## config.mk

```make
export PLATFORM = sky130hd
export DESIGN_NAME = mel_filter_bank_top
export DESIGN_NICKNAME = d
export VERILOG_FILES = /design/src/mel_pkg.sv /design/src/mel_weighted_if.sv /design/src/mel_accumulate_stage.sv /design/src/mel_filter_bank_top.sv /design/src/mel_frame_collect.sv /design/src/mel_log_stage.sv /design/src/mel_weight_stage.sv
export SDC_FILE = /design/constraint.sdc
export NUM_CORES = 2
export LEC_CHECK = 0
export BUFFER_PORTS_ARGS = -buffer_cell sky130_fd_sc_hd__buf_2
export CAP_MARGIN = 25
export CORE_MARGIN = 3
export CORE_UTILIZATION = 55
export DETAILED_ROUTE_END_ITERATION = 12
export PLACE_DENSITY = 0.73
export RECOVER_POWER = 50
export SETUP_SLACK_MARGIN = 0.02
export SKIP_CTS_REPAIR_TIMING = 1
export SYNTH_ARGS = -nofsm -noshare
export SYNTH_HDL_FRONTEND = slang
export SYNTH_SLANG_ARGS = --single-unit
```

## constraint.sdc

```tcl
create_clock -name clk -period 37.1 [get_ports clk]
set_input_delay 1.855 -clock clk [delete_from_list [all_inputs] [get_ports clk]]
set_output_delay 1.855 -clock clk [all_outputs]
set_load 0.005 [all_outputs]
```

## src/mel_pkg.sv

```systemverilog
`default_nettype none

package mel_pkg;

    //////////////////////////////////////////////////
    // frame and bank sizes
    //////////////////////////////////////////////////
    localparam int NUM_BINS    = 64;              // power bins per frame
    localparam int NUM_FILTERS = 8;               // triangles in the bank
    localparam int NUM_EDGES   = NUM_FILTERS + 2; // start, peak and end points

    localparam int BIN_W    = 24; // unsigned power bin
    localparam int ENERGY_W = 32; // 64 bins of 24 bits cannot overflow this
    localparam int LOG_W    = 16; // log2 result in Q5.11
    localparam int WEIGHT_W = 16; // Q1.15 coefficient

    localparam int WEIGHT_ONE = 32768; // 1.0 in Q1.15

    // edge bins of the triangles, wider apart toward the top of the spectrum
    localparam int MEL_EDGES [NUM_EDGES] = '{1, 4, 8, 13, 19, 26, 34, 43, 53, 63};

    //////////////////////////////////////////////////
    // coefficient of one bin
    //////////////////////////////////////////////////
    // each segment between two edges ramps from just above 0 up to 1.0 at its top edge
    // the falling share of the previous filter is 1.0 minus this value
    function automatic logic [WEIGHT_W-1:0] bin_weight(input int bin);
        int lo;
        int hi;
        logic [WEIGHT_W-1:0] w;
        w = '0;                        // below the first edge and past the last
        if (bin == MEL_EDGES[0]) begin
            w = WEIGHT_W'(WEIGHT_ONE); // first edge starts filter 0
        end
        for (int i = 0; i < NUM_EDGES - 1; i++) begin
            lo = MEL_EDGES[i];
            hi = MEL_EDGES[i + 1];
            if (bin > lo && bin <= hi) begin
                w = WEIGHT_W'(((bin - lo) * WEIGHT_ONE) / (hi - lo)); // truncated
            end
        end
        return w;
    endfunction

    // frame collector
    typedef enum logic {
        COLLECT, // shifting log energies in
        HOLD     // frame offered on the output
    } collect_state_t;

endpackage

`default_nettype wire

```

## src/mel_weighted_if.sv

```systemverilog
`timescale 1ns/1ps
`default_nettype none

// weighted samples from the weighting stage into the accumulators
// one strobe per bin, no back-pressure
interface mel_weighted_if;
    import mel_pkg::*;

    logic                valid;   // one cycle per sample
    logic [ENERGY_W-1:0] product; // bin * weight >> 15, rising share
    logic [ENERGY_W-1:0] inverse; // bin - product, falling share
    logic                at_edge; // weight was exactly 1.0
    logic                last;    // bin NUM_BINS-1

    modport producer (
        output valid, product, inverse, at_edge, last
    );

    modport consumer (
        input valid, product, inverse, at_edge, last
    );

endinterface

`default_nettype wire

```

## src/mel_accumulate_stage.sv

```systemverilog
`timescale 1ns/1ps
`default_nettype none

module mel_accumulate_stage (
    input  wire                          clk,
    input  wire                          reset,
    mel_weighted_if.consumer             wbus,
    output logic                         energy_valid, // one strobe per finished filter
    output logic [mel_pkg::ENERGY_W-1:0] energy,
    output logic                         energy_last   // frame boundary
);
    import mel_pkg::*;

    logic [ENERGY_W-1:0] rising;   // rising side of the filter now ramping up
    logic [ENERGY_W-1:0] falling;  // falling side of the filter ramping down
    logic [ENERGY_W-1:0] rise_sum; // shared adder, update and reload
    logic [ENERGY_W-1:0] fall_sum;
    logic [1:0]          edge_cnt; // edges seen this frame, saturates at 2
    logic                primed;   // both sides hold real filters

    assign rise_sum = rising + wbus.product;
    assign fall_sum = falling + wbus.inverse; // inverse is 0 on an edge
    assign primed   = edge_cnt[1];

    //////////////////////////////////////////////////
    // sums and strobes
    //////////////////////////////////////////////////
    // at each edge the rising side of filter j+1 turns into its falling side,
    // and the falling side of filter j is done
    always_ff @(posedge clk or posedge reset) begin
        if (reset) begin
            rising       <= '0;
            falling      <= '0;
            edge_cnt     <= '0;
            energy_valid <= 1'b0;
            energy_last  <= 1'b0;
        end else begin
            energy_valid <= 1'b0; // strobes last one cycle
            energy_last  <= 1'b0;
            if (wbus.valid) begin
                if (wbus.at_edge) begin
                    if (primed) begin
                        energy_valid <= 1'b1;
                    end else begin
                        edge_cnt <= edge_cnt + 1'b1; // first two edges only prime
                    end
                    falling <= rise_sum; // peak bin closes the rising side
                    rising  <= '0;
                end else begin
                    rising  <= rise_sum;
                    falling <= fall_sum;
                end
                if (wbus.last) begin
                    rising      <= '0;   // fresh start for the next frame
                    falling     <= '0;
                    edge_cnt    <= '0;
                    energy_last <= 1'b1;
                end
            end
        end
    end

    // finished energy
    always_ff @(posedge clk) begin
        if (wbus.valid && wbus.at_edge) begin
            energy <= fall_sum;
        end
    end

endmodule

`default_nettype wire

```

## src/mel_filter_bank_top.sv

```systemverilog
`timescale 1ns/1ps
`default_nettype none

module mel_filter_bank_top (
    input  wire                                            clk,
    input  wire                                            reset,
    input  wire                                            s_valid,
    output logic                                           s_ready,
    input  wire [mel_pkg::BIN_W-1:0]                       bin_power,
    output logic                                           m_valid,
    input  wire                                            m_ready,
    output logic [mel_pkg::NUM_FILTERS*mel_pkg::LOG_W-1:0] mel_energy
);
    import mel_pkg::*;

    logic                energy_valid;
    logic [ENERGY_W-1:0] energy;
    logic                energy_last;
    logic                log_valid;
    logic [LOG_W-1:0]    log_energy;
    logic                log_last;
    logic                frame_taken; // back from the collector, reopens the input

    mel_weighted_if wbus ();          // weighted samples

    //////////////////////////////////////////////////
    // four stage pipeline
    //////////////////////////////////////////////////
    mel_weight_stage mel_weight_stage_inst (
        .clk         (clk),
        .reset       (reset),
        .s_valid     (s_valid),
        .s_ready     (s_ready),
        .bin_power   (bin_power),
        .frame_taken (frame_taken),
        .wbus        (wbus.producer)
    );

    mel_accumulate_stage mel_accumulate_stage_inst (
        .clk          (clk),
        .reset        (reset),
        .wbus         (wbus.consumer),
        .energy_valid (energy_valid),
        .energy       (energy),
        .energy_last  (energy_last)
    );

    mel_log_stage mel_log_stage_inst (
        .clk          (clk),
        .reset        (reset),
        .energy_valid (energy_valid),
        .energy       (energy),
        .energy_last  (energy_last),
        .log_valid    (log_valid),
        .log_energy   (log_energy),
        .log_last     (log_last)
    );

    mel_frame_collect mel_frame_collect_inst (
        .clk         (clk),
        .reset       (reset),
        .log_valid   (log_valid),
        .log_energy  (log_energy),
        .log_last    (log_last),
        .m_valid     (m_valid),
        .m_ready     (m_ready),
        .mel_energy  (mel_energy),
        .frame_taken (frame_taken)
    );

endmodule

`default_nettype wire

```

## src/mel_frame_collect.sv

```systemverilog
`timescale 1ns/1ps
`default_nettype none

module mel_frame_collect (
    input  wire                                          clk,
    input  wire                                          reset,
    input  wire                                          log_valid,
    input  wire [mel_pkg::LOG_W-1:0]                     log_energy,
    input  wire                                          log_last,
    output logic                                         m_valid,
    input  wire                                          m_ready,
    output logic [mel_pkg::NUM_FILTERS*mel_pkg::LOG_W-1:0] mel_energy,
    output logic                                         frame_taken // to the weighting stage
);
    import mel_pkg::*;

    localparam int BANK_W = NUM_FILTERS * LOG_W;

    collect_state_t      state;
    logic [BANK_W-1:0]   bank; // filter 0 lands in the low slot after a full frame

    assign m_valid     = (state == HOLD);
    assign frame_taken = m_valid && m_ready; // single cycle, leaves HOLD on this edge
    assign mel_energy  = bank;

    //////////////////////////////////////////////////
    // collect and hold
    //////////////////////////////////////////////////
    always_ff @(posedge clk or posedge reset) begin
        if (reset) begin
            state <= COLLECT;
            bank  <= '0;     // output bus low out of reset
        end else begin
            case (state)
                COLLECT: begin
                    if (log_valid) begin
                        bank <= {log_energy, bank[BANK_W-1:LOG_W]}; // newest on top
                    end
                    if (log_last) begin
                        state <= HOLD; // m_valid on the same edge as the last strobe
                    end
                end
                HOLD: begin
                    // bank frozen, input side is closed so no strobes arrive
                    if (m_ready) begin
                        state <= COLLECT;
                    end
                end
                default: begin
                    state <= COLLECT;
                end
            endcase
        end
    end

endmodule

`default_nettype wire

```

## src/mel_log_stage.sv

```systemverilog
`timescale 1ns/1ps
`default_nettype none

module mel_log_stage (
    input  wire                          clk,
    input  wire                          reset,
    input  wire                          energy_valid,
    input  wire [mel_pkg::ENERGY_W-1:0]  energy,
    input  wire                          energy_last,
    output logic                         log_valid,
    output logic [mel_pkg::LOG_W-1:0]    log_energy, // Q5.11 log2
    output logic                         log_last
);
    import mel_pkg::*;

    localparam int POS_W  = $clog2(ENERGY_W); // integer part of 5 bits
    localparam int MANT_W = LOG_W - POS_W;    // fraction part of 11 bits

    logic [POS_W-1:0]    lead;   // position of the leading one
    logic [POS_W-1:0]    shift;  // brings the leading one to the msb
    logic [ENERGY_W-1:0] norm;
    logic [MANT_W-1:0]   mant;   // bits right below the leading one
    logic [LOG_W-1:0]    log_value;

    //////////////////////////////////////////////////
    // leading one and mantissa
    //////////////////////////////////////////////////
    always_comb begin
        lead = '0;
        for (int i = 0; i < ENERGY_W; i++) begin
            if (energy[i]) begin
                lead = POS_W'(i); // highest set bit wins
            end
        end
    end

    assign shift = POS_W'(ENERGY_W - 1) - lead;
    assign norm  = energy << shift;                   // zeros fill in on the right
    assign mant  = norm[ENERGY_W-2 -: MANT_W];        // drop the leading one itself
    assign log_value = {lead, mant}; // zero energy gives lead 0 and mant 0 as well

    // strobes
    always_ff @(posedge clk or posedge reset) begin
        if (reset) begin
            log_valid <= 1'b0;
            log_last  <= 1'b0;
        end else begin
            log_valid <= energy_valid;
            log_last  <= energy_last;
        end
    end

    always_ff @(posedge clk) begin
        if (energy_valid) begin
            log_energy <= log_value;
        end
    end

endmodule

`default_nettype wire

```

## src/mel_weight_stage.sv

```systemverilog
`timescale 1ns/1ps
`default_nettype none

module mel_weight_stage (
    input  wire                      clk,
    input  wire                      reset,
    input  wire                      s_valid,
    output logic                     s_ready,
    input  wire [mel_pkg::BIN_W-1:0] bin_power,
    input  wire                      frame_taken, // output handshake done, open input again
    mel_weighted_if.producer         wbus
);
    import mel_pkg::*;

    localparam int CNT_W  = $clog2(NUM_BINS);
    localparam int MULT_W = BIN_W + WEIGHT_W; // full product width
    localparam int FRAC   = WEIGHT_W - 1;     // Q1.15 fraction bits

    logic [CNT_W-1:0]    bin_cnt;  // index of the next bin to arrive
    logic [WEIGHT_W-1:0] weight;   // coefficient of that bin
    logic                accept;
    logic                is_last;
    logic                hold;     // frame fully taken in, waiting for the output side

    // first multiplier step
    logic                s1_valid;
    logic                s1_edge;
    logic                s1_last;
    logic [MULT_W-1:0]   s1_mult;
    logic [BIN_W-1:0]    s1_bin;   // kept for the falling share

    logic [ENERGY_W-1:0] scaled;   // product back in bin units

    assign accept  = s_valid && s_ready;
    assign is_last = (bin_cnt == CNT_W'(NUM_BINS - 1));
    assign weight  = bin_weight(int'(bin_cnt)); // small constant rom
    assign scaled  = ENERGY_W'(s1_mult[MULT_W-1:FRAC]);

    //////////////////////////////////////////////////
    // input side control
    //////////////////////////////////////////////////
    always_ff @(posedge clk or posedge reset) begin
        if (reset) begin
            bin_cnt <= '0;
            hold    <= 1'b0;
            s_ready <= 1'b0; // low in reset, high on the first clock after
        end else begin
            if (accept) begin
                bin_cnt <= is_last ? '0 : bin_cnt + 1'b1; // wrap at NUM_BINS
            end
            if (accept && is_last) begin
                hold    <= 1'b1; // stop on the frame boundary
                s_ready <= 1'b0;
            end else if (frame_taken) begin
                hold    <= 1'b0;
                s_ready <= 1'b1;
            end else begin
                s_ready <= !hold;
            end
        end
    end

    // flags through both multiplier steps
    always_ff @(posedge clk or posedge reset) begin
        if (reset) begin
            s1_valid     <= 1'b0;
            s1_edge      <= 1'b0;
            s1_last      <= 1'b0;
            wbus.valid   <= 1'b0;
            wbus.at_edge <= 1'b0;
            wbus.last    <= 1'b0;
        end else begin
            s1_valid     <= accept;
            s1_edge      <= (weight == WEIGHT_W'(WEIGHT_ONE)); // peak or end of a triangle
            s1_last      <= is_last;
            wbus.valid   <= s1_valid;
            wbus.at_edge <= s1_edge;
            wbus.last    <= s1_last;
        end
    end

    //////////////////////////////////////////////////
    // datapath
    //////////////////////////////////////////////////
    always_ff @(posedge clk) begin
        s1_mult      <= bin_power * weight; // step one, registered product
        s1_bin       <= bin_power;
        wbus.product <= scaled;             // step two, output register
        wbus.inverse <= ENERGY_W'(s1_bin) - scaled; // never negative, weight <= 1.0
    end

endmodule

`default_nettype wire

```

Word-level counts from Yosys, hierarchy flattened
Cells that the tools add are included.
{ "totals": {"inputBits": 28, "out_inout_bits": 130, "latch_bits": 0, "regBits": 382, "mem_count": 0, "ram_bits": 0, "mem_bits_ro": 0} }
{ "classes": {"mul": 1, "addsub": 15, "n_eq_ne": 4, "magnitude_cmp": 17, "bitwise": 1, "n_reduce_logical": 18, "muxes": 61, "shift": 1, "div": 7} }
{ "op_table": {"columns": ["cell", "count"], "rows": [
  ["2-to-1 mux 16 bit", 10],
  ["2-to-1 mux 32 bit", 4],
  ["divider 32 x 4 -> 32 bit (second input constant)", 3],
  ["divider 32 x 5 -> 32 bit (second input constant)", 3],
  ["2-to-1 mux 5 bit", 16],
  ["multiplier 24 x 16 -> 40 bit", 1],
  ["adder 32 x 25 -> 32 bit", 1],
  ["adder 32 bit", 1],
  ["divider 32 x 3 -> 32 bit (second input constant)", 1],
  ["2-to-1 mux 4 bit", 8],
  ["<< shifter 32 x 5 -> 31 bit", 1],
  ["subtractor 24 x 25 -> 26 bit", 1],
  ["subtractor 6 x 6 -> 7 bit (second input constant)", 3],
  ["> comparator 6 bit (second input constant)", 3],
  ["less-or-equal comparator 6 bit (second input constant)", 3],
  ["equality test 16 bit (second input constant)", 1],
  ["subtractor 6 x 4 -> 7 bit (second input constant)", 2],
  ["> comparator 6 x 4 -> 1 bit (second input constant)", 2],
  ["> comparator 6 x 5 -> 1 bit (second input constant)", 2],
  ["less-or-equal comparator 6 x 4 -> 1 bit (second input constant)", 2],
  ["less-or-equal comparator 6 x 5 -> 1 bit (second input constant)", 2],
  ["logical AND 1 bit", 12],
  ["2-to-1 mux 1 bit", 12],
  ["2-to-1 mux 3 bit", 4],
  ["other kinds (21)", 27]
]} }

Longest topological paths before layout
{ "logic_depth": {"ltp_word": 33, "ltp_mapped": 175, "mapped_depth_nobuf": 153} }

By module
Synthesis repeated with hierarchy kept, for this count alone.
{ "unflattened": {"hier_cells": 7021, "hier_area_um2": 56877.0} }
{ "modules_own_cells": {"columns": ["mod", "area_each_um2", "instances", "cells_each", "seq_area_each_um2"], "rows": [
  ["mel_weight_stage", 42331.8, 1, 5770, 2352.3],
  ["mel_accumulate_stage", 7049.3, 1, 715, 2662.6],
  ["mel_frame_collect", 5337.6, 1, 276, 3228.1],
  ["mel_log_stage", 2158.3, 1, 260, 530.5]
]} }

Worst setup path after synthesis
OpenSTA, ideal clock, no wires.
{ "synth_path": {"path_type": "register to register", "start": "reg mel_weight_stage_inst.bin_cnt[0]", "end": "reg mel_weight_stage_inst.s1_mult[34]", "setup_slack_ns": 3.110, "required_time_ns": 36.976, "stages_incl_launch_ff": 170, "synth_period_minus_slack_ns": 33.990, "arrival_time_ns": 33.866, "cell_sequence": "dfrtp_1 > dlymetal6s2s_1 > buf_6 > clkbuf_8 > buf_6 > clkbuf_8 > clkbuf_1 > clkbuf_1 > clkbuf_1 > inv_1 > ha_1 > nor3b_4 > mux2i_1 > xnor3_1 > o211a_1 > or2_2 > ha_1 > clkbuf_1 > [... 134 more ...] > fa_1 > fa_1 > inv_1 > fa_1 > ha_1 > and4_1 > o211ai_1 > or3_2 > a211o_2 > or3_1 > a2111o_1 > a21oi_2 > o2111ai_1 > a21o_2 > a31o_4 > a21oi_4 > a311oi_1 > xnor2_1"} }
{ "synth_via": {"elab_chain_len": 12, "word_cells_on_any_way": 53, "classes_between": "add/sub (9); mul (1); div (7); order compare (17); eq/ne (1); mux (10); reduce/logical (8)"} }
{ "synth_lines": {"columns": ["item", "line_no", "source"], "rows": [
  ["start: declaration", "mel_weight_stage.sv:19", "logic [CNT_W-1:0] bin_cnt;"],
  ["start signal: assignment", "mel_weight_stage.sv:49", "bin_cnt <= is_last ? '0 : bin_cnt + 1'b1;"],
  ["subtractor 6 x 1 -> 7 bit, or another cell as far along", "mel_pkg.sv:39", "w = WEIGHT_W'(((bin - lo) * WEIGHT_ONE) / (hi - lo));"],
  ["divider 32 x 3 -> 32 bit, or another cell as far along", "mel_pkg.sv:39", null],
  ["2-to-1 mux 16 bit (8 in a row)", "mel_pkg.sv:38", "if (bin > lo && bin <= hi) begin"],
  ["2-to-1 mux 16 bit *", "mel_pkg.sv:38", null],
  ["multiplier 24 x 16 -> 40 bit *", "mel_weight_stage.sv:86", "s1_mult <= bin_power * weight;"],
  ["end signal: assignment", "mel_weight_stage.sv:86", null],
  ["end: declaration", "mel_weight_stage.sv:29", "logic [MULT_W-1:0] s1_mult;"]
]} }
Every way passes the cells marked *; elsewhere a longest branch is shown, timed or not.
A chain may end at the register's enable or synchronous reset.

Worst setup path in the final report
{ "layout_path": {"start": "reg mel_weight_stage_inst.bin_cnt[1]", "end": "reg mel_weight_stage_inst.s1_mult[39]"} }
Same word-level chain as after synthesis.

==> summary.md <==
| Metric | Value |
|---|---|
| Outcome | `finished, violations left` |
| Failing checks | `capacitance limit, slew limit` |
| Share of cells above drive strength 1 | `between 10% and 20%` |
| Worst path arrival time | `35,380 ps` |
| FMAX | `0.0287 GHz` |
| Clk buf depth | `3` |
| Worst setup margin | `2210 ps` |
| Initial antenna violation count | `2` |
| Post-route setup TNS | `0 ps` |
| Area growth, synth to finish | `5.99%` |
| Post-Place Cells | `8,240` |
| Post-Syn Area | `between 50,000 and 60,000 um^2` |
| Met2 usage | `a little under half` |
| Busiest grt layer | `met2` |
| R2R Setup Slk | `roughly 2200 ps` |
| Critical path fanouts, max | `17` |
| Total GRT Usage | `29.6%` |
| NumNets Final | `~7,600` |
| Detail Route Antenna Nets | `0` |
| CTS sink count | `361` |
| Final Wtd Congestion | `0.991` |
| Hold Crit Depth | `0` |
| Reg2reg end | `mel_weight_stage_inst.s1_mult[39]` |
| DR WL/cell | `19.4 um` |
| DRT iter0 DRCs | `4,993` |
| Die H | `around 320 um` |
| Ys flop type | `dfrtp_1` |
| H-tree depth | `2` |
| Slowest cell delay on critical path | `540 ps` |
| Class of the worst hold path | `register to register` |
| Root buffer cell | `clkbuf_16` |
| Io pins | `158` |
| CP required | `37,590 ps` |
| Worst r2r src | `mel_weight_stage_inst.bin_cnt[1]` |
| Vias in the first global route | `~51,000` |
| Tmin final | `34,890 ps` |
| CTS tree | `yes` |
| Syn avg cell area | `between 8 and 9 um^2` |
| Post-synthesis sequential area ratio | `~16%` |
| RSZ-0062 raised after global routing | `false` |
| Maximum number of pins on one net before global-route repair | `80` |
| Period utilization | `94.0%` |
| Final-report hold violation count | `0` |
| WL final | `approximately 160,000 um` |
| First-pass GRT wire length | `265,000 um` |
| Hold_sp | `mel_accumulate_stage_inst.energy_last` |
| DP Worst Slack | `-15.4 ps` |
| Clock slew at reported path FFs | `70 ps` |
| Setup Skew | `49.1 ps` |
| Setup violators final | `0` |
| Worst-Skew Late Latency | `a little under 600 ps` |
| Grt ovf | `0` |
| Max cap viols | `6` |
| Fillers | `9,121` |
| #FFs+latches synth | `361` |
| Die Wd | `325 um` |
| Die area | `105,000 um^2` |
| Ys Warns | `0` |
| Vias per cell | `between 6 and 7` |
| Drt pass-1 iters | `6` |
| Worst-Margin Slew | `~3700 ps` |
| CP Class | `register to register` |
| Post-synth EDFFs | `48` |
| FP Rows | `116` |
| CP max stage cell | `fa_1` |
| Layout Cells excl Fill | `8,326` |
| Mapped Cells | `6,924` |
| Mapped Nets | `between 7,000 and 8,000` |
| Met1 usage | `a little over two fifths` |
| Slew Viols, Final | `382` |
| Hold Path End | `mel_log_stage_inst.log_last` |
| Unique masters post-synth | `179` |
| Residual DRC count | `0` |
| Worst setup SP type | `register` |
| Post-DP HPWL | `approximately 120,000 um` |
| Relative slew slack | `-151%` |
| Core Region | `~100,000 um^2` |
| Initial Utilization | `55.6%` |
| Most common cell on crit path | `ha_1` |
| Met3 Use GR | `about 4%` |
| Routed vias | `52,800` |
| Crit end category | `register` |
| IO buf count | `~160` |
| Worst reg2reg path depth | `125` |
| Ys async rst share | `between 50% and 60%` |
| Clock buffer count from CTS | `40` |
## flip-flops by register name, summed over array words and instances (netlist names), 2 cells and up
signal / count
mel_accumulate_stage_inst.edge_cnt: 2
mel_accumulate_stage_inst.energy: 32
mel_accumulate_stage_inst.falling: 32
mel_accumulate_stage_inst.rising: 32
mel_frame_collect_inst.mel_energy: 128
mel_log_stage_inst.log_energy: 16
mel_weight_stage_inst.bin_cnt: 6
mel_weight_stage_inst.s1_bin: 24
mel_weight_stage_inst.s1_mult: 25
mel_weight_stage_inst.wbus.inverse: 26
mel_weight_stage_inst.wbus.product: 25
## Yosys cell counts (all sizes together) (52+ instances only)
library cell  instances  area [um^2]
o21bai               68          510
dfrtp               213         5330
nor3                187         1030
o21ai               295         1540
or2                  53          332
o22ai               110          701
o31ai                52          439
and3                 77          498
nor2                465         1760
xor2                 82          718
mux2i               143         1450
fa                  308         6170
dfxtp               100         2000
a211oi              100          843
or3                  62          405
and2                194         1230
nand3               191         1000
clkbuf              180          826
nand2b               67          422
nor4                 68          503
a21oi               429         2210
ha                  367         4590
xnor2               282         2500
inv                 703         2650
o21a                 61          458
nand2               715         2730
buf                  79          533
o211ai               89          688
mux2                172         1940
a21o                110          845
a31oi                91          576
## metal layers
metal | routed length, um | up-vias
met4 | 4590 | 2
met5 | 7 | -
met1 | 72900 | 25500
met2 | 71500 | 2178
met3 | 12300 | 283
li1 | - | 24900
## placed cells by master, fill, tap and decap left out, types with 66 or more instances in the layout
cell type | synthesis | final
nand2_1 | 700 | 699
inv_1 | 666 | 663
nor2_1 | 459 | 455
a21oi_1 | 417 | 414
ha_1 | 367 | 357
fa_1 | 308 | 308
xnor2_1 | 278 | 277
o21ai_0 | 244 | 242
dfrtp_1 | 213 | 210
nand3_1 | 185 | 185
and2_1 | 182 | 180
mux2_2 | 169 | 167
nor3_1 | 172 | 167
mux2i_1 | 141 | 140
buf_2 | 32 | 135
o22ai_1 | 108 | 108
dfxtp_1 | 100 | 100
a21o_1 | 95 | 95
a31oi_1 | 90 | 88
a211oi_1 | 86 | 86
o211ai_1 | 85 | 85
xor2_1 | 82 | 81
o21bai_1 | 68 | 67
nand2b_1 | 66 | 66
and3_1 | 67 | 66
## worst max-delay path: cells and delay by family (launching register included)
family	cells	cell delay [ps]
adder cells (fa/ha/maj)	24	9000
AND/OR/NAND/NOR	46	9790
XOR/XNOR	3	1330
multiplexers	3	1080
flip-flops	1	320
buffers and inverters	20	4450
AO/OA/AOI/OAI	29	8730
## how the worst max path moves through the flow
stage	cells after the start	slack [ps]	startpoint	end
2_1_floorplan	169	3110	mel_weight_stage_inst.bin_cnt[0]	mel_weight_stage_inst.s1_mult[34]
3_3_place_gp	150	1190	mel_weight_stage_inst.bin_cnt[1]	mel_weight_stage_inst.s1_mult[34]
3_5_place_dp	150	-20	mel_weight_stage_inst.bin_cnt[1]	mel_weight_stage_inst.s1_mult[39]
4_1_cts	150	-150	mel_weight_stage_inst.bin_cnt[1]	mel_weight_stage_inst.s1_mult[39]
5_1_grt	150	10	mel_weight_stage_inst.bin_cnt[1]	mel_weight_stage_inst.s1_mult[39]
6_report	125	2210	mel_weight_stage_inst.bin_cnt[1]	mel_weight_stage_inst.s1_mult[39]
## kinds of logic (layout without fill, tap and decap cells)
family | after synthesis | after routing | synth area share [%]
AO/OA/AOI/OAI | 1933 | 1933 | 24.9
buffers and inverters | 974 | 1018 | 7.34
other | 0 | 1 | 0
XOR/XNOR | 367 | 367 | 5.88
multiplexers | 315 | 315 | 6.07
adder cells (fa/ha/maj) | 675 | 675 | 19.3
AND/OR/NAND/NOR | 2299 | 2299 | 20.9
flip-flops | 361 | 361 | 15.7
## final cells by class
class | instances | area, um^2 | share of cell area, %
multi-input cells | 5589 | 43300 | 73.2
flip-flops and latches | 361 | 8780 | 14.8
inverters | 710 | 2690 | 4.54
well taps | 1357 | 1700 | 2.87
repair buffers | 234 | 1330 | 2.24
clock buffers | 61 | 1220 | 2.06
clock inverters | 13 | 161 | 0.273
diodes | 1 | 2.50 | 0.00423
## per-stage QoR
stage	utilization, %	cell area, um^2	hold slack (ps)
6_report	58.9	59200	348
5_1_grt	58.9	59200	361
4_1_cts	58.7	58900	349
3_5_place_dp	57.3	57500	335
3_3_place_gp	57.3	57500	332
2_1_floorplan	-	55900	331
Power is left out: the tool's default activity adds up to more than one toggle a clock period on the data nets, which glitch-free logic cannot reach.
